[config.mk]
export PLATFORM = sky130hd
export DESIGN_NAME = finish_tracker
export DESIGN_NICKNAME = d
export VERILOG_FILES = /design/src/hw/cmdout_pkg.sv /design/src/hw/finish_tracker.sv
export SDC_FILE = /design/constraint.sdc
export NUM_CORES = 1
export LEC_CHECK = 0
export ABC_CLOCK_PERIOD_IN_PS = 7040
export BUFFER_PORTS_ARGS = -buffer_cell sky130_fd_sc_hd__buf_2
export CORE_MARGIN = 1
export CORE_UTILIZATION = 45
export DETAILED_ROUTE_END_ITERATION = 8
export GPL_TIMING_DRIVEN = 0
export PLACE_DENSITY = 0.67
export SYNTH_ARGS = -nofsm -noshare
export SYNTH_HDL_FRONTEND = slang
export SYNTH_SLANG_ARGS = --single-unit
[constraint.sdc]
create_clock -name clk -period 7.04 [get_ports clk]
set_clock_uncertainty 0.2 [all_clocks]
set_input_delay 0 -clock clk [delete_from_list [all_inputs] [get_ports clk]]
set_output_delay 0 -clock clk [all_outputs]
set_load 0.05 [all_outputs]
[src/hw/cmdout_pkg.sv]
package cmdout_pkg;

    // memory word and word address widths
    localparam int DATA_W = 64;
    localparam int ADDR_W = 12;

    // header top byte that marks an entry as ready to be collected
    localparam logic [7:0] VALID_MARK = 8'h80;
    localparam int VALID_LSB = 56;
    localparam logic [7:0] VALID_BYTE_MASK = 8'h80;

    // task index field inside the task-id word, bits 55..32
    localparam int TASK_IDX_W = 24;
    localparam int TASK_IDX_LSB = 32;

    typedef struct packed {
        logic              en;
        logic [7:0]        be;
        logic [ADDR_W-1:0] addr;
        logic [DATA_W-1:0] wdata;
    } mem_req_t;

    typedef struct packed {
        logic              strobe;
        logic [ADDR_W-1:0] addr;
        logic [DATA_W-1:0] data;
    } acc_write_t;

    typedef struct packed {
        logic              strobe;
        logic [DATA_W-1:0] tid;
    } finish_t;

    typedef enum logic [1:0] {
        ISSUE_READ,
        READ_VALID,
        READ_TID
    } scan_state_t;

endpackage
[src/hw/finish_tracker.sv]
`timescale 1ns/1ps

module finish_tracker #(
    parameter int MAX_TASKS = 256
) (
    input  logic                clk,
    input  logic                rst,
    input  cmdout_pkg::finish_t finish,
    output cmdout_pkg::finish_t done,
    output logic [31:0]         finished_count,
    output logic                dup_error,
    output logic                range_error
);

    import cmdout_pkg::*;

    localparam int BIT_W = (MAX_TASKS > 1) ? $clog2(MAX_TASKS) : 1;
    localparam logic [TASK_IDX_W-1:0] IDX_LIMIT = TASK_IDX_W'(MAX_TASKS);

    logic [TASK_IDX_W-1:0] task_idx;
    logic                  in_range;
    logic                  seen;
    logic [MAX_TASKS-1:0]  finished_map;

    logic              done_strobe;
    logic [DATA_W-1:0] done_tid;

    // only the index is checked, the rest of the id is not known here
    assign task_idx = finish.tid[TASK_IDX_LSB +: TASK_IDX_W];
    assign in_range = (task_idx < IDX_LIMIT);
    assign seen = in_range && finished_map[task_idx[BIT_W-1:0]];

    always_ff @(posedge clk) begin
        if (rst) begin
            done_strobe <= 1'b0;
            finished_count <= '0;
            finished_map <= '0;
            dup_error <= 1'b0;
            range_error <= 1'b0;
        end else begin
            done_strobe <= finish.strobe;
            if (finish.strobe) begin
                if (!in_range) begin
                    range_error <= 1'b1;
                end else if (seen) begin
                    dup_error <= 1'b1;
                end else begin
                    finished_map[task_idx[BIT_W-1:0]] <= 1'b1;
                    finished_count <= finished_count + 32'd1;
                end
            end
        end
    end

    // the reported word passes through whether or not it was accepted
    always_ff @(posedge clk) begin
        if (finish.strobe) begin
            done_tid <= finish.tid;
        end
    end

    assign done.strobe = done_strobe;
    assign done.tid = done_tid;

endmodule

==> run metrics, run 1 <==
status finished, final reports clean; GR Layer Usage met2 0.431; Slew @ Worst Pin 1.35 ns; DRT Wirelength between 40,000 and 50,000 um; CP peak stage delay ~0.84 ns; Register-to-Register Setup Slack ~3.6 ns; Syn Nets between 1k and 1.5k; initial antenna violation count 0; Slew Limit Fails 0; grt met1 use 0.351; leakage power figure about 6.4 nW; vias per cell 5.95; core area around 31,000 um2; Max VDD drop around 0.22 mV; post-synth top area cell dfxtp_1; Crit Path Max Fanout 10; diodes inserted 0; worst min path class primary input to flip-flop; clock sinks between 300 and 400; top cells by instance count after synthesis dfxtp_1 (291), o2bb2ai_1 (256), nand2_1 (92), edfxtp_1 (64), mux4_2 (53); Netlist cell types 53; drt wl/cell 22.5 um; Main synth FF type dfxtp_1; Detailed Place HPWL 28,700 um; CP required roughly 7.2 ns; Post-CTS Repair Setup Buffers 0; via count approximately 11k; Vert. Die Dim 180 um; max cap viols 0; crit path to finished_map[250]; IO Count 166; Crit Path Category primary input to flip-flop; Layout Area Growth over Synthesis 25.9%; layout cells sized above 1 0.218; clock root cell clkbuf_16; #FFs+latches synth 355; final hold violation count 0; pwr/cell area between 200 and 300 nW/um2; first-pass GRT wire length approximately 67,000 um; Inserted Clock Buffers 37; Hold Buf Count CTS 107; Synth Area per Inst 12.2 um2; clk_lat worst skew 0.54 ns; total gr overflow 0; CTS clock-pin slew for the worst setup and hold paths 0.06 ns; cts repair resizes 0; top-area cell type share of the netlist area 0.409; global routing's busiest layer met2; largest net degree at the start of global routing 67; fin util 0.581; met3 usage 0.0487; fill count between 2k and 3k; Post-synth EDFFs 64; final net count between 1.5k and 2k; relative slew slack 0.0938; top-count cell post-synth dfxtp_1; unrepaired setup endpoints after global routing false; vias in the first global route 11.4k; RD Place Congestion about 0.95; DRC Markers 0; crit path from finish[33]; placed inst area approximately 16,000 um2; CP max-delay cell nor4_1; Placed Instances 1,731; startpoint type of the worst setup path primary input; Mapped Cells between 1k and 1.5k; Final min period roughly 4.3 ns; Detail Route Antenna Nets 0; fmax roughly 230 MHz; Initial DRC Count around 1.1k; setup violators final 0; Synth Warn # 0; register area share after synthesis 0.543; final period utilization 0.610; H-Tree Depth 2; crit end category flip-flop; final cell count without fillers around 1.9k; Setup TNS 0 ns; fraction of registers with async set/reset 0; design area roughly 18,000 um2; crit path DAT 4.50 ns; Rows 64; buffers added on ports between 150 and 200; Area contributors post-synth dfxtp_1 (41%), o2bb2ai_1 (16%), edfxtp_1 (13%); Worst R2R End finished_map[250]; Starting Density 0.461; area of the mapped netlist between 10,000 and 15,000 um2; clock buffer depth 3; Worst R2R Start finished_map[170]; full die area around 32,000 um2; CTS tree done; worst path cell trace dlygate4sd3_1 -> buf_2 -> buf_2 -> clkbuf_1 -> buf_2 -> nor2_1 -> a22oi_1 -> a21oi_1 -> nor4_1 -> a211oi_4 -> o2111ai_4 -> buf_6 -> o2bb2ai_1; total track usage 0.263; DIE WIDTH ~180 um; Top cell by count, worst path buf_2; R2R depth 8; TritonRoute pass-1 iters 6
==> worst min path at each step <==
stage                          start  depth (start not counted)           end  slack (ns)
after global placement    finish[30]                          1  done_tid[30]       -0.02
after floorplan            finish[0]                          0   done_tid[0]       -0.10
after CTS                 finish[49]                          2  done_tid[49]      0.0004
after global routing      finish[43]                          2  done_tid[43]      0.0002
after detailed placement  finish[20]                          1  done_tid[20]       -0.02
final                     finish[25]                          2  done_tid[25]       0.006
==> per-stage QoR <==
| stage | setup WS, ns | power [mW] | hold slack [ns] |
|---|---|---|---|
| 2_1_floorplan | 4.04 | 2.37 | -0.101 |
| 3_3_place_gp | 2.90 | 2.47 | -0.0233 |
| 3_5_place_dp | 2.90 | 2.47 | -0.0214 |
| 4_1_cts | 2.87 | 4.53 | 0.000386 |
| 5_1_grt | 2.65 | 4.65 | 0.000227 |
| 6_report | 2.74 | 4.52 | 0.00589 |
==> cell usage in the layout (no fill, tap or decap), drive strengths merged, types with 10 or more instances in the layout <==
cell and n:
a22oi 17, o2bb2ai 256, edfxtp 64, nor2b 35, buf 209, dlygate4sd3 109, nor3 12, nor2 53
nand2 92, inv 10, a21oi 40, nand3 15, mux4 53, clkbuf 101, dfxtp 291, mux2i 27
mux2 35
==> cell families (layout without fill, tap and decap cells) <==
kind of cell	after synthesis	in the layout	synth area share
DFF	355	355	0.543
AOI/OAI and AO/OA	348	348	0.206
and+or+nand+nor	245	245	0.0806
muxes	115	115	0.130
buffers and inverters	106	445	0.0387
adders and majority gates	1	1	0.000877
==> power by group <==
group          internal [mW]  switching [mW]
clock                   1.23           0.808
combinational          0.112           0.263
sequential              2.10         0.00909
==> final cells by class <==
type / instances / area (um2) / share of cell area
plain buffers: 96 / 514 / 0.0286
flip-flops and latches: 355 / 7750 / 0.432
inverters: 10 / 37.5 / 0.00209
repair buffers: 274 / 1920 / 0.107
clock inverters: 16 / 234 / 0.0130
well taps: 396 / 495 / 0.0276
clock buffers: 49 / 1040 / 0.0580
multi-input cells: 709 / 5960 / 0.332
==> flip-flops by register name (all words and copies together), names as in the netlist <==
name / count
finished_map: 256
done_tid: 64
finished_count: 32
done_strobe: 1
dup_error: 1
range_error: 1
==> critical path, delay by kind of cell <==
kind,cells,cell delay [ns]
AO/OA/AOI/OAI,5,1.26
buffers and inverters,6,2.15
AND/OR/NAND/NOR,2,1.07
==> routing by layer <==
metal,wire length [um],part of all wire
met5,0,0
met4,1310,0.030
met3,3400,0.079
met2,20000,0.47
met1,18200,0.42
(Power assumes the default switching activity.)
==> run 2: changes to the inputs <==
--- a/config.mk
+++ b/config.mk
@@ -5,7 +5,7 @@
 export SDC_FILE = /design/constraint.sdc
 export NUM_CORES = 1
 export LEC_CHECK = 0
-export ABC_CLOCK_PERIOD_IN_PS = 7040
+export ABC_CLOCK_PERIOD_IN_PS = 4200
 export BUFFER_PORTS_ARGS = -buffer_cell sky130_fd_sc_hd__buf_2
 export CORE_MARGIN = 1
 export CORE_UTILIZATION = 45
==> constraint.sdc (replaced) <==
create_clock -name clk -period 4.2 [get_ports clk]
set_clock_uncertainty 0.2 [all_clocks]
set_input_delay 0 -clock clk [delete_from_list [all_inputs] [get_ports clk]]
set_output_delay 0 -clock clk [all_outputs]
set_load 0.05 [all_outputs]
==> run 2 against run 1 <==
Compared with the run above:
- global-route usage did not move
- clock power rose by 67%
- via count rose by 0.33%
- design area barely moved
- sequential cell count did not move
- hold slack improved by 0.00074 ns
- combinational power rose by 68%
- final cell count did not move
- sequential share of layout area barely moved
- largest cell class unchanged
- largest power group unchanged
- highest routed layer unchanged
==> run metrics, run 2 (synthesis gave the netlist of run 1 again) <==
status finished, final reports clean; Worst R2R Start finished_map[170]; clock network power share 0.450 (about the same); vias in the first global route 11.4k (unchanged); Detail Route Antenna Nets 0 (unchanged); crit path DAT 4.29 ns (-0.21 ns); Register-to-Register Setup Slack 0.70 ns (-2.86 ns); Slew Limit Fails 0 (unchanged); relative slew slack 0.0554 (-0.0384); WHS 0.00662 ns (+0.000736 ns); core area 30,900 um2 (unchanged); largest registers finished_map x256, done_tid x64, finished_count x32; H-Tree Depth 2 (unchanged); Setup TNS 0 ns (unchanged); Internal Pwr Total 5.77 mW (+68%); Logic pwr share 0.083 (about the same); buffers added on ports 165 (unchanged); Seq pwr share 0.467 (about the same); initial antenna violation count 0 (unchanged); Rows 64 (unchanged); largest net degree at the start of global routing 67 (unchanged); Largest register FFs 256 (unchanged); first-pass GRT wire length 66,600 um (unchanged); Vert. Die Dim 180 um (unchanged); fmax approximately 250 MHz; total track usage 0.263 (unchanged); Slew @ Worst Pin 1.41 ns (+0.0571 ns); Largest Register finished_map; Detailed Place HPWL 28,700 um (unchanged); total net switching power 1.81 mW (+67%); setup violators final 0 (unchanged); clk_lat worst skew 0.54 ns (about the same); final period utilization 0.966; Starting Density 0.461 (unchanged); Inserted Clock Buffers 37 (unchanged); clock buffer depth 3 (unchanged); RD Place Congestion 0.947 (unchanged); Post-CTS Repair Setup Buffers 0 (unchanged); DRT Wirelength 42,800 um (about the same); crit path to finished_map[250]; worst min path class primary input to flip-flop; pwr/cell area 422 nW/um2 (+67%); DRC Markers 0 (unchanged); Crit Path Category primary input to flip-flop; diodes inserted 0 (unchanged); vias per cell 5.97 (+0.33%); unrepaired setup endpoints after global routing false; IO Count 166 (unchanged); final net count 1,551 (unchanged); Final min period ~4.1 ns; hold_sp finish[25]; clock sinks 355 (unchanged); leakage power figure 6.42 nW (+0.10%); crit end category flip-flop; total gr overflow 0 (unchanged); Initial DRC Count 1,231 (+14%); TritonRoute pass-1 iters 5 (-1); DIE WIDTH 180 um (unchanged); Layout Area Growth over Synthesis 25.9% (about the same); CTS tree done; Worst R2R End finished_map[250]; design area 18,000 um2 (about the same); startpoint type of the worst setup path primary input; crit path from finish[33]; fill count 2,558 (unchanged); commonest non-fill, non-tap cell in the layout dfxtp_1; R2R depth 8 (unchanged); Crit Path Max Fanout 10 (unchanged); most frequent cells in the layout dfxtp_1 (291), o2bb2ai_1 (256), buf_2 (185); final hold violation count 0 (unchanged); layout cells sized above 1 0.220 (+0.00199); clock root cell clkbuf_16; placed inst area 15,600 um2 (unchanged); CTS clock-pin slew for the worst setup and hold paths 0.06 ns (about the same); via count 11.4k (+0.33%); CP required 4.43 ns (-2.81 ns); max cap viols 0 (unchanged); drt wl/cell 22.5 um (about the same); Max VDD drop 0.369 mV (+67%); multi-input logic area 5970 um2 (+0.10%); FF/Latch Area 7750 um2 (unchanged); switch share 0.238 (-0.000353); full die area 32,400 um2 (unchanged)
[run 2: cell counts in the layout (fill, tap and decap cells not counted)]
No cell type changed its count.
[run 2: what timing repair did]
item,in CTS,in global routing
endpoints found under the hold margin,161,65
endpoints found under the setup margin,0,270
gates resized for setup,0,6
hold buffers,107,2
[run 2: worst min path at each step]
stage / endpoint / slack (ns) / depth (start not counted)
CTS: done_tid[49] / 0.0004 / 2
detailed placement: done_tid[20] / -0.02 / 1
finish: done_tid[25] / 0.007 / 2
global placement: done_tid[30] / -0.02 / 1
global route: done_tid[43] / 0.0002 / 2
floorplan: done_tid[0] / -0.10 / 0
[run 2: through the flow]
step           utilization  total power [mW]  cells  setup slack [ns]
6_report             0.581              7.57   1905             0.142
3_5_place_dp         0.504              4.14   1731            0.0553
2_1_floorplan            -              3.96   1170              1.20
4_1_cts              0.580              7.60   1903            0.0307
3_3_place_gp         0.504              4.14   1731            0.0556
5_1_grt              0.581              7.80   1905            0.0504
[run 2: area by class of cell]
cell class / instances / area share
Buffer: 96 / 0.0288
Multi-Input combinational cell: 709 / 0.332
Clock buffer: 49 / 0.0580
Clock inverter: 16 / 0.0130
Inverter: 10 / 0.00209
Tap cell: 396 / 0.0276
Sequential cell: 355 / 0.431
Timing Repair Buffer: 274 / 0.107
[run 2: critical path, stage by stage]
cell,delay [ns]
dlygate4sd3_1,0.51
buf_2,0.10
buf_2,0.23
clkbuf_1,0.59
mux4_2,0.44
mux4_2,0.53
a21oi_1,0.27
o211a_1,0.21
clkbuf_1,0.44
o2111ai_4,0.45
buf_6,0.30
o2bb2ai_1,0.20
[run 2: routing by layer]
metal  share of wire  global-route usage  up-vias  wire [um]
li1                -                   -     5159          -
met1            0.42               0.351     5599      18200
met2            0.46               0.431      517      19900
met3           0.079              0.0487       98       3390
met4           0.032              0.0862        0       1390
met5               0                   0        -          0
[run 2: power groups by stage]
stage	registers (mW)	logic (mW)	clock network, mW
CTS	3.53	0.615	3.45
global placement	3.61	0.532	0
detailed placement	3.61	0.536	0
finish	3.54	0.629	3.41
global route	3.54	0.656	3.60
floorplan	3.79	0.175	0
==> run 3: changes to the inputs <==
--- a/config.mk
+++ b/config.mk
@@ -5,13 +5,14 @@
 export SDC_FILE = /design/constraint.sdc
 export NUM_CORES = 1
 export LEC_CHECK = 0
+export ABC_AREA = 1
 export ABC_CLOCK_PERIOD_IN_PS = 4200
 export BUFFER_PORTS_ARGS = -buffer_cell sky130_fd_sc_hd__buf_2
 export CORE_MARGIN = 1
 export CORE_UTILIZATION = 45
 export DETAILED_ROUTE_END_ITERATION = 8
 export GPL_TIMING_DRIVEN = 0
-export PLACE_DENSITY = 0.67
+export PLACE_DENSITY = 0.66
 export SYNTH_ARGS = -nofsm -noshare
 export SYNTH_HDL_FRONTEND = slang
 export SYNTH_SLANG_ARGS = --single-unit
==> run 3 against run 2 <==
Compared with the run above:
- via count grew 60%
- utilization shrank 1.8 points
- area after synthesis grew 22%
- critical endpoint is now finished_map[249]
- highest routed layer unchanged
- sequential share of layout area shrank 6.8 points
- largest cell class unchanged
- setup slack gained 0.60 ns
- sequential cell count is the same
- hold slack lost 0.00075 ns
- sequential power is essentially flat
- synthesized cell count grew 120%
- final cell count grew 81%
==> run metrics, run 3 <==
final net count 2,973 (+92%); Area contributors post-synth dfxtp_1 (34%), nand2_1 (13%), edfxtp_1 (11%); Setup TNS 0 ns (unchanged); Largest register FFs 256 (unchanged); CP required 4.39 ns (-0.04 ns); final setup margin 0.746 ns (+0.604 ns); switch share 0.257 (+0.0183); layout cells sized above 1 0.101 (-0.119); final period utilization 0.822 (-0.144); Main synth FF type dfxtp_1; largest registers finished_map x256, done_tid x64, finished_count x32; drt wl/cell 18.0 um (-20%); first-pass GRT wire length 92,700 um (+39%); Syn Nets 2,647 (+110%); RD Place Congestion 0.949 (+0.27%); Mapped Cells 2,579 (+120%); DRT Wirelength 61,800 um (+44%); crit end category flip-flop; clk_lat worst skew 0.55 ns (about the same); Placed Instances 3,254 (+88%); Netlist cell types 22 (-58%); top cells by instance count after synthesis nand2_1 (618), nor2_1 (364), inv_1 (360), dfxtp_1 (291), nand3_1 (281); final cell count without fillers 3,445 (+81%); clock buffer depth 3 (unchanged); R2R depth 14 (+6); core area 37,800 um2 (+22%); Internal Pwr Total 5.69 mW (-1.4%); leakage power figure 8.07 nW (+26%); vias per cell 5.29 (-11%); Largest Register finished_map; pwr/cell area 359 nW/um2 (-15%); Worst R2R End finished_count[31]; Inserted Clock Buffers 40 (+8.1%); FF/Latch Area 7750 um2 (unchanged); top-area cell type share of the netlist area 0.335 (-0.0732); commonest non-fill, non-tap cell in the layout nand2_1; delay-heaviest family, CP buffers and inverters; DRC Markers 0 (unchanged); Post-CTS Repair Setup Buffers 0 (unchanged); hold_sp finish[32]; largest net degree at the start of global routing 67 (unchanged); startpoint type of the worst setup path primary input; Initial DRC Count 1,804 (+47%); Rows 71 (+11%); H-Tree Depth 2 (unchanged); Slew Limit Fails 0 (unchanged); buffers added on ports 164 (-0.61%); fill count 3,669 (+43%); total gr overflow 0 (unchanged); via count 18.2k (+60%); crit path DAT 3.64 ns (-0.65 ns); final hold violation count 0 (unchanged); Detailed Place HPWL 39,000 um (+36%); Vert. Die Dim 198 um (+10%); register area share after synthesis 0.446 (-0.0974); Slew @ Worst Pin 1.20 ns (-0.209 ns); worst path cell trace dlygate4sd3_1 -> buf_2 -> buf_2 -> buf_1 -> nor2_1 -> nand2_1 -> clkbuf_1 -> nor2_1 -> nand3_1 -> a21oi_1; max cap viols 0 (unchanged); vias in the first global route 16.5k (+44%); Starting Density 0.459 (-0.00227); Critical path buffers and inverters 5 (-1); CTS tree done; Detail Route Antenna Nets 0 (unchanged); Max VDD drop 0.229 mV (-38%); post-synth top area cell dfxtp_1; diodes inserted 0 (unchanged); total track usage 0.311 (+0.0479); TritonRoute pass-1 iters 6 (+1); Crit Path Max Fanout 10 (unchanged); clock root cell clkbuf_16; Hold EP done_tid[32]; Crit Path Category primary input to flip-flop; top-count cell post-synth nand2_1; DIE WIDTH 198 um (+10%); fmax 290 MHz (+17%); CP max-delay cell clkbuf_1; #FFs+latches synth 355 (unchanged); worst min path class primary input to flip-flop; Post-synth EDFFs 64 (unchanged); unrepaired setup endpoints after global routing false; Logic pwr share 0.092 (+0.009); most frequent cells in the layout nand2_1 (618), nor2_1 (364), inv_1 (360); multi-input logic area 7280 um2 (+22%); Synth Area per Inst 6.74 um2 (-45%); setup violators final 0 (unchanged); Worst R2R Start finished_count[2]; clock network power share 0.446 (-0.004); Final min period 3.45 ns (-0.604 ns); total net switching power 1.96 mW (+8.8%); Register-to-Register Setup Slack 1.47 ns (+0.77 ns); clock sinks 355 (unchanged); fraction of registers with async set/reset 0 (unchanged); status finished, final reports clean; Seq pwr share 0.462 (-0.005); CP peak stage delay 0.89 ns (+0.30 ns); IO Count 166 (unchanged); relative slew slack 0.202 (+0.146); Post-Place Worst Slack 0.914 ns (+0.859 ns); initial antenna violation count 0 (unchanged); Synth Warn # 0 (unchanged); Hold Crit Depth 2 (unchanged); full die area 39,400 um2 (+22%); area of the mapped netlist 17,400 um2 (+22%); Layout Area Growth over Synthesis 22.6%; CTS clock-pin slew for the worst setup and hold paths 0.06 ns (about the same)
[run 3: changes by cell type after synthesis, moves of 26 or more]
cell	delta
mux2i_1	-27
o21ai_0	+37
o21ai_1	+57
mux4_2	-53
nand3_1	+266
nor2b_1	-35
nor2_1	+312
clkbuf_1	+53
a21oi_1	+219
nand2_1	+526
nand4_1	+26
inv_1	+353
mux2_1	-35
o2bb2ai_1	-256
[run 3: area by class of cell]
class / instances / share of cell area
clock inverter: 10 / 0.00358
inverter: 362 / 0.0638
timing repair buffer: 284 / 0.0951
clock buffer: 61 / 0.0555
buffer: 185 / 0.0465
tap: 511 / 0.0300
sequential: 355 / 0.364
multi-input combinational: 1677 / 0.342
[run 3: what timing repair did]
item	in CTS	in global routing
hold buffers	119	1
endpoints found under the hold margin	145	1
gates resized for setup	0	0
[run 3: stage by stage]
step | instance area [um2] | hold WS, ns | util | total power [mW]
6_report | 21300 | 0.00587 | 0.563 | 7.65
5_1_grt | 21300 | 0.00844 | 0.563 | 7.83
4_1_cts | 21300 | 0.000529 | 0.562 | 7.65
3_5_place_dp | 18800 | -0.0213 | 0.498 | 4.20
3_3_place_gp | 18800 | -0.0225 | 0.498 | 4.20
2_1_floorplan | 17400 | -0.101 | - | 3.95
[run 3: logic make-up (layout without fill, tap and decap cells)]
group | Yosys count | in the layout | synth area share
fa+ha+maj | 1 | 1 | 0.000720
compound gates | 356 | 356 | 0.103
simple gates | 1320 | 1320 | 0.316
flops | 355 | 355 | 0.446
buf+inv | 547 | 902 | 0.135
[run 3: worst max-delay path by stage]
stage                                  from                 end  slack (ns)  cells after the start
final                            finish[33]   finished_map[249]        0.75                     10
after CTS                        finish[33]   finished_map[221]        0.91                     10
after detailed placement         finish[33]   finished_map[141]        0.91                      9
after global placement           finish[64]   finished_map[152]        0.56                      8
after global routing             finish[32]   finished_map[103]        0.62                     21
after floorplan           finished_count[0]  finished_count[24]        1.56                     14
[run 3: power groups by stage]
stage / sequential (mW) / combinational [mW] / clock [mW]
2_1_floorplan: 3.79 / 0.162 / 0
3_3_place_gp: 3.61 / 0.592 / 0
3_5_place_dp: 3.61 / 0.596 / 0
4_1_cts: 3.53 / 0.681 / 3.44
5_1_grt: 3.54 / 0.718 / 3.57
6_report: 3.53 / 0.704 / 3.41
[run 3: per-layer routing]
layer | track usage | routed length, um
met1 | 0.403 | 25200
met2 | 0.501 | 27500
met3 | 0.0507 | 6080
met4 | 0.154 | 3040
met5 | 0 | 0
[run 3: worst reg2reg max path, delay by kind of cell (launching register included)]
family                 cells  cell delay (ns)
flip-flops                 1             0.43
AND/OR/NAND/NOR           12             1.90
buffers and inverters      2             0.15
