`config.mk`:
```
export PLATFORM = sky130hd
export DESIGN_NAME = cmdout_scanner
export DESIGN_NICKNAME = d
export VERILOG_FILES = /design/src/hw/cmdout_pkg.sv /design/src/hw/cmdout_scanner.sv
export SDC_FILE = /design/constraint.sdc
export NUM_CORES = 1
export LEC_CHECK = 0
export ABC_AREA = 0
export ABC_CLOCK_PERIOD_IN_PS = 4200
export BUFFER_PORTS_ARGS = -buffer_cell sky130_fd_sc_hd__buf_2
export CAP_MARGIN = 5
export CORE_MARGIN = 4
export CORE_UTILIZATION = 40
export DETAILED_ROUTE_END_ITERATION = 7
export GPL_TIMING_DRIVEN = 0
export MAX_ROUTING_LAYER = met4
export PLACE_DENSITY = 0.66
export SETUP_SLACK_MARGIN = 0.4
export SLEW_MARGIN = 20
export SYNTH_ARGS = -nofsm -noshare
export SYNTH_HDL_FRONTEND = slang
export SYNTH_SLANG_ARGS = --single-unit
```
`constraint.sdc`:
```
create_clock -name clk -period 4.2 [get_ports clk]
set_input_delay 0.21 -clock clk [delete_from_list [all_inputs] [get_ports clk]]
set_output_delay 0.21 -clock clk [all_outputs]
set_load 0.05 [all_outputs]
```
`src/hw/cmdout_pkg.sv`:
```
package cmdout_pkg;

    // memory word and word address widths
    localparam int DATA_W = 64;
    localparam int ADDR_W = 12;

    // header top byte that marks an entry as ready to be collected
    localparam logic [7:0] VALID_MARK = 8'h80;
    localparam int VALID_LSB = 56;
    localparam logic [7:0] VALID_BYTE_MASK = 8'h80;

    // task index field inside the task-id word, bits 55..32
    localparam int TASK_IDX_W = 24;
    localparam int TASK_IDX_LSB = 32;

    typedef struct packed {
        logic              en;
        logic [7:0]        be;
        logic [ADDR_W-1:0] addr;
        logic [DATA_W-1:0] wdata;
    } mem_req_t;

    typedef struct packed {
        logic              strobe;
        logic [ADDR_W-1:0] addr;
        logic [DATA_W-1:0] data;
    } acc_write_t;

    typedef struct packed {
        logic              strobe;
        logic [DATA_W-1:0] tid;
    } finish_t;

    typedef enum logic [1:0] {
        ISSUE_READ,
        READ_VALID,
        READ_TID
    } scan_state_t;

endpackage
```
`src/hw/cmdout_scanner.sv`:
```
`timescale 1ns/1ps

module cmdout_scanner #(
    parameter int NUM_ACCS = 16,
    parameter int SLOT_W = 6
) (
    input  logic                          clk,
    input  logic                          rst,
    output cmdout_pkg::mem_req_t          req,
    input  logic [cmdout_pkg::DATA_W-1:0] rdata,
    output cmdout_pkg::finish_t           finish
);

    import cmdout_pkg::*;

    localparam int ACC_W = (NUM_ACCS > 1) ? $clog2(NUM_ACCS) : 1;
    localparam logic [ACC_W-1:0] LAST_ACC = ACC_W'(NUM_ACCS - 1);

    scan_state_t state;

    logic [ACC_W-1:0]  acc_id;
    logic [ACC_W-1:0]  next_acc;
    logic [SLOT_W-1:0] slot_idx [NUM_ACCS];
    logic [SLOT_W-1:0] cur_slot;
    logic [SLOT_W-1:0] addr_slot;
    logic              hit;

    assign cur_slot = slot_idx[acc_id];
    assign next_acc = (acc_id == LAST_ACC) ? '0 : acc_id + 1'b1;

    // only meaningful in READ_VALID, where rdata holds the header word
    assign hit = (rdata[VALID_LSB +: 8] == VALID_MARK);

    // on a hit the task-id word at slot+1 is requested right away
    always_comb begin
        addr_slot = cur_slot;
        if (state == READ_VALID && hit) begin
            addr_slot = cur_slot + 1'b1;
        end
    end

    // in READ_TID the address is back on the header, so the masked
    // write clears just its valid byte
    always_comb begin
        req.en = 1'b1;
        req.be = (state == READ_TID) ? VALID_BYTE_MASK : 8'h00;
        req.addr = ADDR_W'({acc_id, addr_slot});
        req.wdata = '0;
    end

    assign finish.strobe = (state == READ_TID);
    assign finish.tid = rdata;

    always_ff @(posedge clk) begin
        if (rst) begin
            state <= ISSUE_READ;
            acc_id <= '0;
            for (int i = 0; i < NUM_ACCS; i++) begin
                slot_idx[i] <= '0;
            end
        end else begin
            case (state)
                ISSUE_READ: begin
                    state <= READ_VALID;
                end

                READ_VALID: begin
                    if (hit) begin
                        state <= READ_TID;
                    end else begin
                        state <= ISSUE_READ;
                        acc_id <= next_acc;
                    end
                end

                READ_TID: begin
                    // stay on this ring and look at its next entry
                    state <= ISSUE_READ;
                    slot_idx[acc_id] <= cur_slot + SLOT_W'(2);
                end

                default: begin
                    state <= ISSUE_READ;
                end
            endcase
        end
    end

endmodule

```
==> results, run 1 <==
- Setup violations remaining at the end of the flow were counted as 0.
- TritonCTS built the clock tree.
- The final design utilization is about half.
- In this run the worst path has a maximum fanout of 11.
- The final hold violation count is 0.
- The half-perimeter wire length after detailed placement is 12.69 mm.
- STA classifies the critical path startpoint as a register.
- The synthesized netlist devotes 0.9634% of its cell area to XOR and XNOR gates.
- The slew at the pin with the worst max-slew slack is 0.5514 ns.
- In this run the tool buffered the top-level ports with 85 buffer cells.
- The number of ports placed on the die boundary is 216.
- The total power is 2.681 mW.
- After detailed routing, the number of remaining DRC violations is 0.
- A synthesized cell averages 11.63 um2.
- The die covers 17,990 um2.
- The number of hold buffers added after CTS was 0.
- The most instantiated library cell after synthesis is sky130_fd_sc_hd__buf_4.
- The total overflow reported by the global router is 0.
- After technology mapping, the gate count stands at between 500 and 600.
- After synthesis, the share of flip-flops with an asynchronous set or reset is 0%.
- The number of DRC markers after the initial detailed-route iteration is 432.
- Of all cell types, the one taking the most synthesized area is sky130_fd_sc_hd__edfxtp_1.
- The worst setup path is captured at a primary output.
- The number of enable flip-flop cells after synthesis is 96.
- The count of state elements after synthesis is 106.
- The number of global-route vias before repair is 4,686.
- In this run, CTS created clock tree buffers numbering 9.
- In the synthesized netlist the dominant register cell turns out to be sky130_fd_sc_hd__edfxtp_1.
- The post-synthesis adder-cell area fraction is roughly 1.2%.
- The sequential fraction of the synthesis area is 48.45%.
- Setup repair after global routing left no endpoint under its margin.
- Based on the critical path, the design can be clocked at up to 277.0 MHz.
- The number of antenna violations at the first check in global routing is 0.
- Entering global routing, the biggest net connects 17 pins.
- The share of layout cells above drive strength 1 is 39.31%.
- Clock-pin slew was measured on the worst setup and hold paths at 0.07 ns.
- The routed layout has 4,580 vias.
- Yosys printed 0 warnings.
- For this run, the post-layout net count is 788.
- The final clock skew is a little over 0.01 ns.
- The clock net in this run drives a total of 106 sinks.
- Data on the critical path is required at its endpoint by 3.99 ns.
- In the global route stage, overall resource usage came out at 18.87%.
- The cell family contributing the most delay on the critical path is buffers and inverters.
- The portion of synthesized cell area occupied by the leading cell type is 45.30%.
- Summing the areas of all compound-gate instances in the mapped netlist gives about 8% of the synthesized area.
- The proportion of synthesized area in mux cells is a little over a tenth.
- The finished layout holds roughly 930 standard cells, fillers aside.
- The total non-filler cell area in the finished layout is about 7700 um2.
- From bottom edge to top edge, the die measures 134.1 um.
- The detailed-route wire length per cell is roughly 18 um.
- The count of max-cap constraint violations is 0.
- In this run the clock root is driven by a sky130_fd_sc_hd__clkbuf_16.
- The congestion estimate from routability-driven global placement came to a little over 0.9.
- Using the TritonRoute via totals, the vias-per-cell ratio works out to roughly 4.9.
- The core footprint is approximately 15,000 um2.
- The post-synthesis cell area is between 6000 and 7000 um2.
- By area, the combinational part of the netlist is dominated by buffers and inverters.
- The effective utilization at floorplan is 41.40%.
- The highest cell delay on the worst timing path is 0.55 ns.
- The worst setup path is of the reg -> out kind.
- For the worst setup path, the data arrival time is 3.40 ns.
- The number of detailed-routing iterations run before antenna repair is 5.
- By count the netlist is led by sky130_fd_sc_hd__buf_4, sky130_fd_sc_hd__edfxtp_1, sky130_fd_sc_hd__nor2_1, sky130_fd_sc_hd__nand2_1, sky130_fd_sc_hd__clkbuf_1.
- The worst path uses 85.96% of the clock period.
- The run finished with clean final reports.
- The H-tree depth is 3.
- The remaining number of nets flagged by the antenna check after routing is 0.
- The final max-slew violation count is 0.
- The die boundary width is 134.1 um.
- The relative area change from synthesis to final layout is 20.43%.
- The global-route wire length before repair is between 20 and 30 mm.
- The maximum buffer depth of the clock tree is 2.
- The power per standard cell area is 349.8 nW/um2.
- The final layout contains routed wiring with a total length of ~17 mm.
- The count of inserted antenna diode cells is 0.
- The number of buffers and inverters on the critical path is 6.
- Across the VDD grid, the largest voltage drop is 0.0002358 V.
- Across all hold checks on the routed design, the worst slack comes to 0.3987 ns.
- After detailed placement, the design holds a cell count of 915.
- The critical path's slowest cell is sky130_fd_sc_hd__mux4_2.
- In this run, distinct cell masters in the synthesized netlist total 44.
- The worst slew slack as a fraction of its limit is 62.99%.
- The signal on the critical path passes through buf_6, buf_8, buf_6, mux4_2, mux2i_2, mux2i_2, buf_2, clkbuf_4, ha_1, nand3_1, nor3_1, xor2_1, clkbuf_4.
- The clock reaches the later pin of the worst-skew pair after between 0.3 and 0.4 ns.
- The worst hold path class is in -> reg.
- Once placement finished, the instance area stood at 7323 um2.
- Summing the areas of all and, or, nand and nor instances in the mapped netlist gives 11.46% of the synthesized area.
- Sorting the synthesized cells by area gives the leading types as sky130_fd_sc_hd__edfxtp_1, sky130_fd_sc_hd__buf_4, sky130_fd_sc_hd__mux4_1.
- In this run the core area contains 45 standard-cell rows.
- Counting I/O delays and the setup requirement, the final critical path takes 3.610 ns.
- The analysis attributes to cell leakage a power of approximately 3.5 nW.
## where the power goes
| group | switching (mW) | total, mW | internal [mW] | leakage (nW) |
|---|---|---|---|---|
| registers | 0.0118 | 1.19 | 1.18 | 1.07 |
| clock network | 0.369 | 0.831 | 0.462 | 0.140 |
| logic | 0.472 | 0.659 | 0.187 | 2.26 |
## cell families (layout without fill, tap and decap cells)
kind of cell               Yosys count  count (layout)
other                                2              74
muxes                               30              30
and+or+nand+nor                    156             156
adders and majority gates            6               6
buffers and inverters              179             280
DFF                                106             106
AOI/OAI and AO/OA                   61              61
xor gates and xnor gates             7               7
## repair_timing
item	4_1_cts	5_1_grt
buffers inserted	1	0
endpoints found under the setup margin	53	24
gates resized for setup	9	10
hold endpoints to repair	0	0
## sequential cells by signal, summed over array words and instances, names as in the netlist, named ones only
name / flops
acc_id: 4
slot_idx: 96
state: 2
## cell usage in the layout (no fill, tap or decap), drive strengths merged
master / instances
nand3: 5
nor4: 1
buf: 236
xnor2: 5
o31ai: 1
a22o: 2
nand4: 1
clkinv: 2
a21oi: 21
mux2i: 4
nor2b: 5
and4b: 1
edfxtp: 96
nor4b: 1
nor3: 18
mux2: 1
inv: 6
nand2b: 17
and3b: 4
and2: 1
xor2: 2
bufinv: 1
nand2: 24
a31oi: 1
and4: 1
clkbuf: 35
conb: 74
a41o: 16
a311oi: 16
nor2: 73
mux4: 25
ha: 6
a22oi: 2
or4: 2
nand4b: 1
nor3b: 1
dfxtp: 10
o21ai: 2
## layer usage
| metal | track usage, % | routed length [um] | vias to the layer above |
|---|---|---|---|
| met5 | - | 0 | - |
| met4 | 5.769 | 218 | 0 |
| met3 | 3.751 | 1619 | 21 |
| met2 | 30.74 | 8427 | 277 |
| met1 | 24.01 | 6365 | 2168 |
| li1 | - | - | 2114 |
## metrics by stage
step / setup TNS [ns] / worst slack [ns]
floorplan: 0 / 0.6754
global placement: -16.18 / -0.6347
detailed placement: -18.26 / -0.7235
CTS: 0 / 0.4213
global route: 0 / 0.4296
finish: 0 / 0.5898
## final timing paths
kind              startpoint         endpoint  slack, ns  cells past startpoint
setup / recovery    register          req[69]       0.59                     13
hold / removal     rdata[58]         state[1]       0.40                      4
setup reg to reg    register  slot_idx[14][5]       0.64                     12
hold reg to reg     state[1]         state[0]       0.50                      1
## worst min-delay path: stages
cell and delay (ns):
sky130_fd_sc_hd__buf_2 0.09, sky130_fd_sc_hd__nor4_1 0.06, sky130_fd_sc_hd__nand4b_1 0.26, sky130_fd_sc_hd__nor2_1 0.07
## cell type report
| class | count | area, um2 |
|---|---|---|
| clock inverters | 4 | 52.55 |
| multi-input cells | 334 | 2330 |
| well taps | 211 | 264.0 |
| plain buffers | 174 | 1247 |
| fillers | 1379 | 7707 |
| inverters | 5 | 18.77 |
| repair buffers | 86 | 435.4 |
| clock buffers | 11 | 232.7 |
| flip-flops and latches | 106 | 3083 |
Note: power is estimated with default switching activity, not from simulation.
==> inputs of run 2 (changes only) <==
--- a/config.mk
+++ b/config.mk
@@ -12,7 +12,6 @@
 export CORE_MARGIN = 4
 export CORE_UTILIZATION = 40
 export DETAILED_ROUTE_END_ITERATION = 7
-export GPL_TIMING_DRIVEN = 0
 export MAX_ROUTING_LAYER = met4
 export PLACE_DENSITY = 0.66
 export SETUP_SLACK_MARGIN = 0.4
==> results, run 2 (synthesized netlist as in run 1, its figures left out) <==
- Setup repair after global routing left no endpoint under its margin.
- The number of fill cells in the layout is 1,450 (+5.1%).
- The die boundary width is 134.1 um (unchanged).
- The number of port buffers is 29 (-66%).
- The global-route wire length before repair is 21.12 mm (-16%).
- The post-layout net count is 567 (-28%).
- The highest ir drop seen on vdd is 0.0001629 V (-31%).
- The last weighted congestion value of the routability-driven placer is 0.8478 (-7.1%).
- The final clock skew is 0.01229 ns (+0.002079 ns).
- The worst slew slack as a fraction of its limit is 40.35% (-23 points).
- The area taken by flip-flops and latches is 3083 um2 (unchanged).
- The count of max-cap constraint violations is 0 (unchanged).
- The pin count of the biggest net entering global routing is 51 (+34).
- The number of antenna violations at the first check in global routing is 0 (unchanged).
- The total overflow reported by the global router is 0 (unchanged).
- The register ranked first by flip-flop count is slot_idx.
- The total clock buffers created by CTS is 9 (unchanged).
- The clock power share came to 32.1% (+1.1 points).
- TritonCTS built the clock tree.
- The number of DRC markers after the initial detailed-route iteration is 507 (+17%).
- The highest cell delay on the worst timing path is 0.65 ns (+0.10 ns).
- The post-cts repair resize count is 0 (-9).
- The final hold violation count came to 0 (unchanged).
- The most prevalent standard cell on the critical path is sky130_fd_sc_hd__buf_4.
- The core footprint is 15,370 um2 (unchanged).
- The power per standard cell area is 383.6 nW/um2 (+9.7%).
- The area used by multi-input combinational logic is 2323 um2 (-0.27%).
- The slew at the pin with the worst max-slew slack is 0.8947 ns (+0.3433 ns).
- The final max-slew violation count is 0 (unchanged).
- The part of the power in combinational logic came to 17.3% (-7.3 points).
- The critical path data arrival time is 3.36 ns (-0.04 ns).
- The share of layout cells above drive strength 1 is 15.00% (-24 points).
- The count of hold buffers inserted by post-cts repair is 0 (unchanged).
- The clock latency at the later pin of the worst-skew pair is 0.36 ns (about the same).
- The element type at the critical path start is a register.
- The number of detailed-routing iterations run before antenna repair is 6 (+1).
- The mean number of vias per cell came to 5.357 (+8.9%).
- The number of ports placed on the die boundary is 216 (unchanged).
- The area growth from synthesis to layout is -3.146%.
- The start-to-end type of the worst setup path is reg -> out.
- The run finished with clean final reports.
- The detailed-route wire length per cell is 19.94 um (+12%).
- The row count is 45 (unchanged).
- The share of the clock period used by the worst path after layout is 84.98% (-0.98 points).
- The net switching fraction of the power is 30.25% (-1.6 points).
- The number of buffers and inverters on the critical path came to 3 (-3).
- The largest registers in the layout are slot_idx: 96 flops, acc_id: 4 flops, state: 2 flops.
- The critical path goes through buf_4, mux4_2, mux2i_1, mux2i_4, buf_4, ha_1, nand2_1, nor3b_1, xnor2_1, buf_2.
- The remaining design rule violation count was 0 (unchanged).
- The H-tree depth came to 3 (unchanged).
- The final sum of negative setup slack was 0 ns (unchanged).
- The clock sink count was 106 (unchanged).
- The total wire length after detailed routing came to 14.17 mm (-15%).
- The slowest stage of the critical path is the sky130_fd_sc_hd__dfxtp_1 cell.
- The critical path required time is 3.99 ns (about the same).
- The total power is 2.364 mW (-12%).
- The cell internal power dissipation is 1.649 mW (-9.8%).
- The number of endpoints failing setup at the final stage is 0 (unchanged).
- The worst setup path is captured at a primary output.
- The effective utilization at floorplan is 41.40% (unchanged).
- The count of inserted antenna diode cells is 0 (unchanged).
- The total number of vias is 3,809 (-17%).
- The shortest clock period the worst path allows after layout came to 3.569 ns (-0.04113 ns).
- The biggest fanout along the worst timing path is 50 (+39).
- The number of global-route vias before repair came to 3,596 (-23%).
- The maximum buffer depth of the clock tree is 2 (unchanged).
- The remaining number of nets flagged by the antenna check after routing is 0 (unchanged).
- The most common cell after layout, fill and taps aside is sky130_fd_sc_hd__edfxtp_1.
- The half-perimeter wire length after detailed placement is 9.902 mm (-22%).
- The number of buffers inserted by post-CTS setup repair is 0 (-1).
- In the layout the commonest cells are sky130_fd_sc_hd__edfxtp_1, sky130_fd_sc_hd__conb_1, sky130_fd_sc_hd__nor2_1.
- The area of the die was 17,990 um2 (unchanged).
- The switching power was 0.7152 mW (-16%).
- The worst hold path class is in -> reg.
- The overall routing resource usage came to 15.93% (-2.9 points).
- The flip-flop count of the largest register after layout is 96 (unchanged).
- The leakage power is 2.449 nW (-30%).
- Broken down by cell family, the worst path's largest delay share belongs to buffers and inverters.
- The fmax came to 280.2 MHz (+1.2%).
- In this run the clock root is driven by a sky130_fd_sc_hd__clkbuf_16.
- The die span in y is 134.1 um (unchanged).
- The clock transition time at the flip-flop clock pins of the worst setup and hold paths came to 0.07 ns (about the same).
- The relative contribution of sequential cells to total power is 50.6% (+6.2 points).
## run 2: cell count changes in the layout (fill, tap and decap cells not counted), sizes merged
cell    delta
clkbuf    -24
inv        -1
clkinv     +3
buf      -197
bufinv     -1
## run 2: area by class of cell
class | instances | area share (%)
clock buffer | 11 | 3.776
multi-input combinational | 334 | 37.70
sequential | 106 | 50.02
timing repair buffer | 39 | 3.573
clock inverter | 5 | 0.3451
inverter | 5 | 0.3045
tap | 211 | 4.283
## run 2: power by group through the flow
| stage | clock, mW | combinational [mW] | sequential [mW] |
|---|---|---|---|
| CTS | 0.766 | 0.405 | 1.20 |
| finish | 0.759 | 0.409 | 1.20 |
| global route | 0.817 | 0.429 | 1.20 |
| floorplan | 0 | 0.535 | 1.21 |
| detailed placement | 0 | 0.404 | 1.22 |
| global placement | 0 | 0.398 | 1.22 |
## run 2: final timing paths
| kind | startpoint | to | slack, ns | depth (start not counted) |
|---|---|---|---|---|
| worst max-delay path | register | req[68] | 0.63 | 10 |
| worst min-delay path | rst | state[1] | 0.33 | 2 |
| worst max register to register | register | slot_idx[0][5] | 0.77 | 9 |
| worst min register to register | state[1] | state[0] | 0.50 | 1 |
## run 2: per-stage QoR
step | cells | util [%] | hold WS, ns | instance area [um2] | worst slack [ns]
2_1_floorplan | 619 | - | 0.4381 | 6634 | 0.6754
3_3_place_gp | 695 | 38.45 | 0.4203 | 5909 | 0.9116
3_5_place_dp | 695 | 38.45 | 0.4203 | 5909 | 0.8109
4_1_cts | 711 | 40.10 | 0.3156 | 6163 | 0.6699
5_1_grt | 711 | 40.10 | 0.3488 | 6163 | 0.4701
6_report | 711 | 40.10 | 0.3276 | 6163 | 0.6309
## run 2: layer usage
layer	up-vias	wire [um]	global-route usage (%)
met4	0	410	6.391
met3	54	1338	3.413
met2	227	6923	25.24
met1	1858	5501	20.06
met5	-	0	-
li1	1670	-	-
==> inputs of run 3 (changes only) <==
--- a/config.mk
+++ b/config.mk
@@ -5,15 +5,15 @@
 export SDC_FILE = /design/constraint.sdc
 export NUM_CORES = 1
 export LEC_CHECK = 0
-export ABC_AREA = 0
-export ABC_CLOCK_PERIOD_IN_PS = 4200
+export ABC_AREA = 1
+export ABC_CLOCK_PERIOD_IN_PS = 2880
 export BUFFER_PORTS_ARGS = -buffer_cell sky130_fd_sc_hd__buf_2
 export CAP_MARGIN = 5
 export CORE_MARGIN = 4
 export CORE_UTILIZATION = 40
 export DETAILED_ROUTE_END_ITERATION = 7
 export MAX_ROUTING_LAYER = met4
-export PLACE_DENSITY = 0.66
+export PLACE_DENSITY = 0.68
 export SETUP_SLACK_MARGIN = 0.4
 export SLEW_MARGIN = 20
 export SYNTH_ARGS = -nofsm -noshare
==> constraint.sdc (replaced) <==
create_clock -name clk -period 2.88 [get_ports clk]
set_input_delay 0.144 -clock clk [delete_from_list [all_inputs] [get_ports clk]]
set_output_delay 0.144 -clock clk [all_outputs]
set_load 0.05 [all_outputs]
==> results, run 3 <==
- The clock period could shrink to 2.501 ns.
- The detailed-route wire length per cell is 15.51 um (-22%).
- Relative to the synthesized area, the layout overhead comes to 3.401%.
- The post-layout net count was 784 (+38%).
- The final sum of negative setup slack is 0 ns (unchanged).
- The synthesized area per cell is 8.553 um2 (-26%).
- The post-synthesis async set-or-reset flop share is 0% (unchanged).
- The worst slew slack as a fraction of its limit is 55.51% (+15 points).
- The fmax is 399.8 MHz.
- The remaining number of nets flagged by the antenna check after routing is 0 (unchanged).
- The post-synthesis cell area came to 6364 um2 (unchanged).
- The total number of vias is 4,446 (+17%).
- The final clock skew came to 0.007907 ns (-0.004386 ns).
- The flip-flop count of the largest register after layout is 96 (unchanged).
- The met3 track utilization from global routing came to 2.138% (-1.3 points).
- The cell internal power dissipation is 2.609 mW (+58%).
- The clock latency at the later pin of the worst-skew pair is 0.34 ns (-0.02 ns).
- The maximum buffer depth of the clock tree is 2 (unchanged).
- The flow ran to the end, and the final reports show no timing, DRC or antenna violations.
- The switching power is 1.239 mW (+73%).
- The power per standard cell area is 584.7 nW/um2 (+52%).
- The clock power share was 32.0% (about the same).
- The row count is 45 (unchanged).
- The clock sink count is 106 (unchanged).
- The register ranked first by flip-flop count is slot_idx.
- The core footprint came to 15,370 um2 (unchanged).
- The number of endpoints failing setup at the final stage is 0 (unchanged).
- The critical path data arrival time is 2.36 ns (-1.00 ns).
- The number of antenna violations at the first check in global routing is 0 (unchanged).
- The total power is 3.848 mW (+63%).
- The number of cells produced by synthesis is 744 (+36%).
- The worst hold path belongs to the class in -> reg.
- The number of fill cells in the layout came to 1,435 (-1.0%).
- In the finished design, the share of the clock period the worst path needs comes to 86.85%.
- The half-perimeter wire length after detailed placement is 9.492 mm (-4.1%).
- The total clock buffers created by CTS is 9 (unchanged).
- The share of layout cells above drive strength 1 is 15.62% (+0.62 points).
- The portion of synthesized cell area occupied by the leading cell type is 45.30% (unchanged).
- The highest ir drop seen on vdd is 0.0002706 V (+66%).
- The area of the die came to 17,990 um2 (unchanged).
- The area used by multi-input combinational logic is 2185 um2 (-6.0%).
- Setup repair after global routing could not meet its margin everywhere.
- The sequential fraction of the synthesis area came to 48.45% (unchanged).
- The start-to-end type of the worst setup path is reg -> out.
- The yosys synthesis warning count was 0 (unchanged).
- The number of detailed-routing iterations run before antenna repair was 5 (-1).
- The largest registers in the layout are slot_idx: 96 flops, acc_id: 4 flops, state: 2 flops.
- Counting instances in the post-synthesis netlist gives the leading cell types as sky130_fd_sc_hd__nand2_1, sky130_fd_sc_hd__buf_4, sky130_fd_sc_hd__nor2_1, sky130_fd_sc_hd__edfxtp_1, sky130_fd_sc_hd__inv_1.
- The biggest fanout along the worst timing path was 6 (-88%).
- The number of DRC markers after the initial detailed-route iteration came to 332 (-35%).
- The total overflow reported by the global router is 0 (unchanged).
- The most common cell after layout, fill and taps aside is sky130_fd_sc_hd__nand2_1.
- The clock transition time at the flip-flop clock pins of the worst setup and hold paths is 0.07 ns (about the same).
- The count of hold buffers inserted by post-cts repair is 0 (unchanged).
- The leakage power came to 2.894 nW (+18%).
- The global-route wire length before repair was 21.00 mm (-0.59%).
- The number of global-route vias before repair was 3,986 (+11%).
- The effective utilization at floorplan was 41.40% (unchanged).
- The count of max-cap constraint violations is 0 (unchanged).
- The met2 track demand over resource in global routing was 23.08% (-2.2 points).
- The clock tree from TritonCTS is yes.
- The overall routing resource usage is 15.28% (-0.64 points).
- The layer with the highest usage after global routing is met2.
- The area taken by flip-flops and latches is 3087 um2 (+0.12%).
- In the layout the commonest cells are sky130_fd_sc_hd__nand2_1, sky130_fd_sc_hd__nor2_1, sky130_fd_sc_hd__edfxtp_1.
- The element type at the critical path start is a register.
- The critical path required time is 2.74 ns (-1.25 ns).
- The synthesized design spends more area on one cell type than any other, namely sky130_fd_sc_hd__edfxtp_1.
- The most used flip-flop cell after synthesis is sky130_fd_sc_hd__edfxtp_1.
- The final max-slew violation count is 0 (unchanged).
- The remaining design rule violation count was 0 (unchanged).
- The kind of capture point of the worst setup path is a primary output.
- The total wire length after detailed routing is 14.39 mm (+1.5%).
- The slew at the pin with the worst max-slew slack is 0.6633 ns (-0.2314 ns).
- The number of enable flip-flop cells after synthesis is 96 (unchanged).
- The setup slack of the most critical reg-to-reg path came to 0.53 ns (-0.24 ns).
- The pin count of the biggest net entering global routing is 47 (-7.8%).
- The distinct cell type count after synthesis was 30 (-32%).
- sky130_fd_sc_hd__nand2_1 is the most common cell in the netlist.
- The die boundary width is 134.1 um (unchanged).
- The part of the power in combinational logic is 22.6% (+5.3 points).
- The number of ports placed on the die boundary is 216 (unchanged).
- The last weighted congestion value of the routability-driven placer is 0.9101 (+7.3%).
- The H-tree depth was 3 (unchanged).
- The final hold violation count is 0 (unchanged).
- The fraction of met1 tracks used by global routing came to 20.25% (+0.19 points).
- The mean number of vias per cell is 4.791 (-11%).
- The net switching fraction of the power is 32.20% (+1.9 points).
- The count of state elements after synthesis is 106 (unchanged).
- The buffer cell driving the clock tree root is sky130_fd_sc_hd__clkbuf_16.
- The count of inserted antenna diode cells is 0 (unchanged).
- The number of port buffers is 29 (unchanged).
- The die span in y is 134.1 um (unchanged).
- By area the synthesized netlist is led by sky130_fd_sc_hd__edfxtp_1, sky130_fd_sc_hd__buf_4, sky130_fd_sc_hd__nand2_1.
- The relative contribution of sequential cells to total power is 45.4% (-5.2 points).
run 3: changes by cell type after synthesis, moves of 13 or more:
cell | previous run | this run
sky130_fd_sc_hd__mux4_1 | 13 | 0
sky130_fd_sc_hd__a311oi_1 | 16 | 0
sky130_fd_sc_hd__nor2_1 | 73 | 122
sky130_fd_sc_hd__a41o_1 | 16 | 0
sky130_fd_sc_hd__nor3_1 | 18 | 1
sky130_fd_sc_hd__nand2_1 | 24 | 153
sky130_fd_sc_hd__inv_1 | 5 | 78
sky130_fd_sc_hd__nand2b_1 | 17 | 0
sky130_fd_sc_hd__clkbuf_1 | 21 | 4
sky130_fd_sc_hd__nand3_1 | 5 | 63
run 3: through the flow:
stage               hold slack [ns]  instance area [um2]  utilization, %  setup slack, ns  cells
global placement             0.2883                 5872           38.20           0.5540    899
global route                0.02325                 6580           42.81           0.2777    928
detailed placement           0.2883                 5872           38.20           0.4980    899
CTS                         0.01134                 6262           40.74           0.3546    918
finish                      0.01669                 6580           42.81           0.3787    928
floorplan                    0.2151                 6641               -           0.4096    816
run 3: critical path, cell delays in order, from the launching register on:
cell                      delay, ns
sky130_fd_sc_hd__dfxtp_4       0.48
sky130_fd_sc_hd__buf_12        0.16
sky130_fd_sc_hd__buf_8         0.12
sky130_fd_sc_hd__nand2_1       0.05
sky130_fd_sc_hd__nand3_1       0.10
sky130_fd_sc_hd__nand3_2       0.11
sky130_fd_sc_hd__nand3_4       0.11
sky130_fd_sc_hd__nand2_4       0.09
sky130_fd_sc_hd__ha_4          0.27
sky130_fd_sc_hd__nor2_1        0.06
sky130_fd_sc_hd__a31oi_2       0.26
sky130_fd_sc_hd__buf_6         0.20
run 3: final cells by class:
cell class	count	area share [%]
inverter	81	4.868
tap	211	4.012
clock buffer	11	3.689
clock inverter	5	0.8176
timing repair buffer	48	6.503
multi-input combinational	466	33.20
sequential	106	46.91
run 3: per-layer routing:
| layer | up-vias | part of all wire (%) | wire length, um |
|---|---|---|---|
| met4 | 0 | 4.8 | 690 |
| met1 | 2017 | 41 | 5856 |
| li1 | 2059 | - | - |
| met2 | 302 | 44 | 6360 |
| met5 | - | 0 | 0 |
| met3 | 68 | 10 | 1484 |
run 3: cell families after synthesis:
logic type                 share of synthesized area (%)
adders and majority gates                          1.180
and+or+nand+nor                                    24.22
xor gates and xnor gates                          0.4130
DFF                                                48.45
buffers and inverters                              24.11
AOI/OAI and AO/OA                                  1.514
other                                             0.1180
run 3: final timing paths:
kind                                from              to  depth (start not counted)
worst max-delay path            register         req[65]                         11
worst min-delay path                 rst        state[1]                          2
worst max register to register  register  slot_idx[2][2]                         10
worst min register to register  state[0]        state[0]                          1
run 3: power groups by stage:
stage / Sequential [mW] / Combinational, mW / Clock (mW)
after floorplan: 1.78 / 0.905 / 0
after global placement: 1.77 / 0.738 / 0
after detailed placement: 1.78 / 0.741 / 0
after CTS: 1.74 / 0.772 / 1.23
after global routing: 1.75 / 0.918 / 1.30
final: 1.75 / 0.869 / 1.23
run 3: repair_timing:
item	4_1_cts	5_1_grt
pin swaps	4	18
buffers inserted	3	7
gates cloned	0	3
endpoints found under the setup margin	5	5
gates resized for setup	20	45
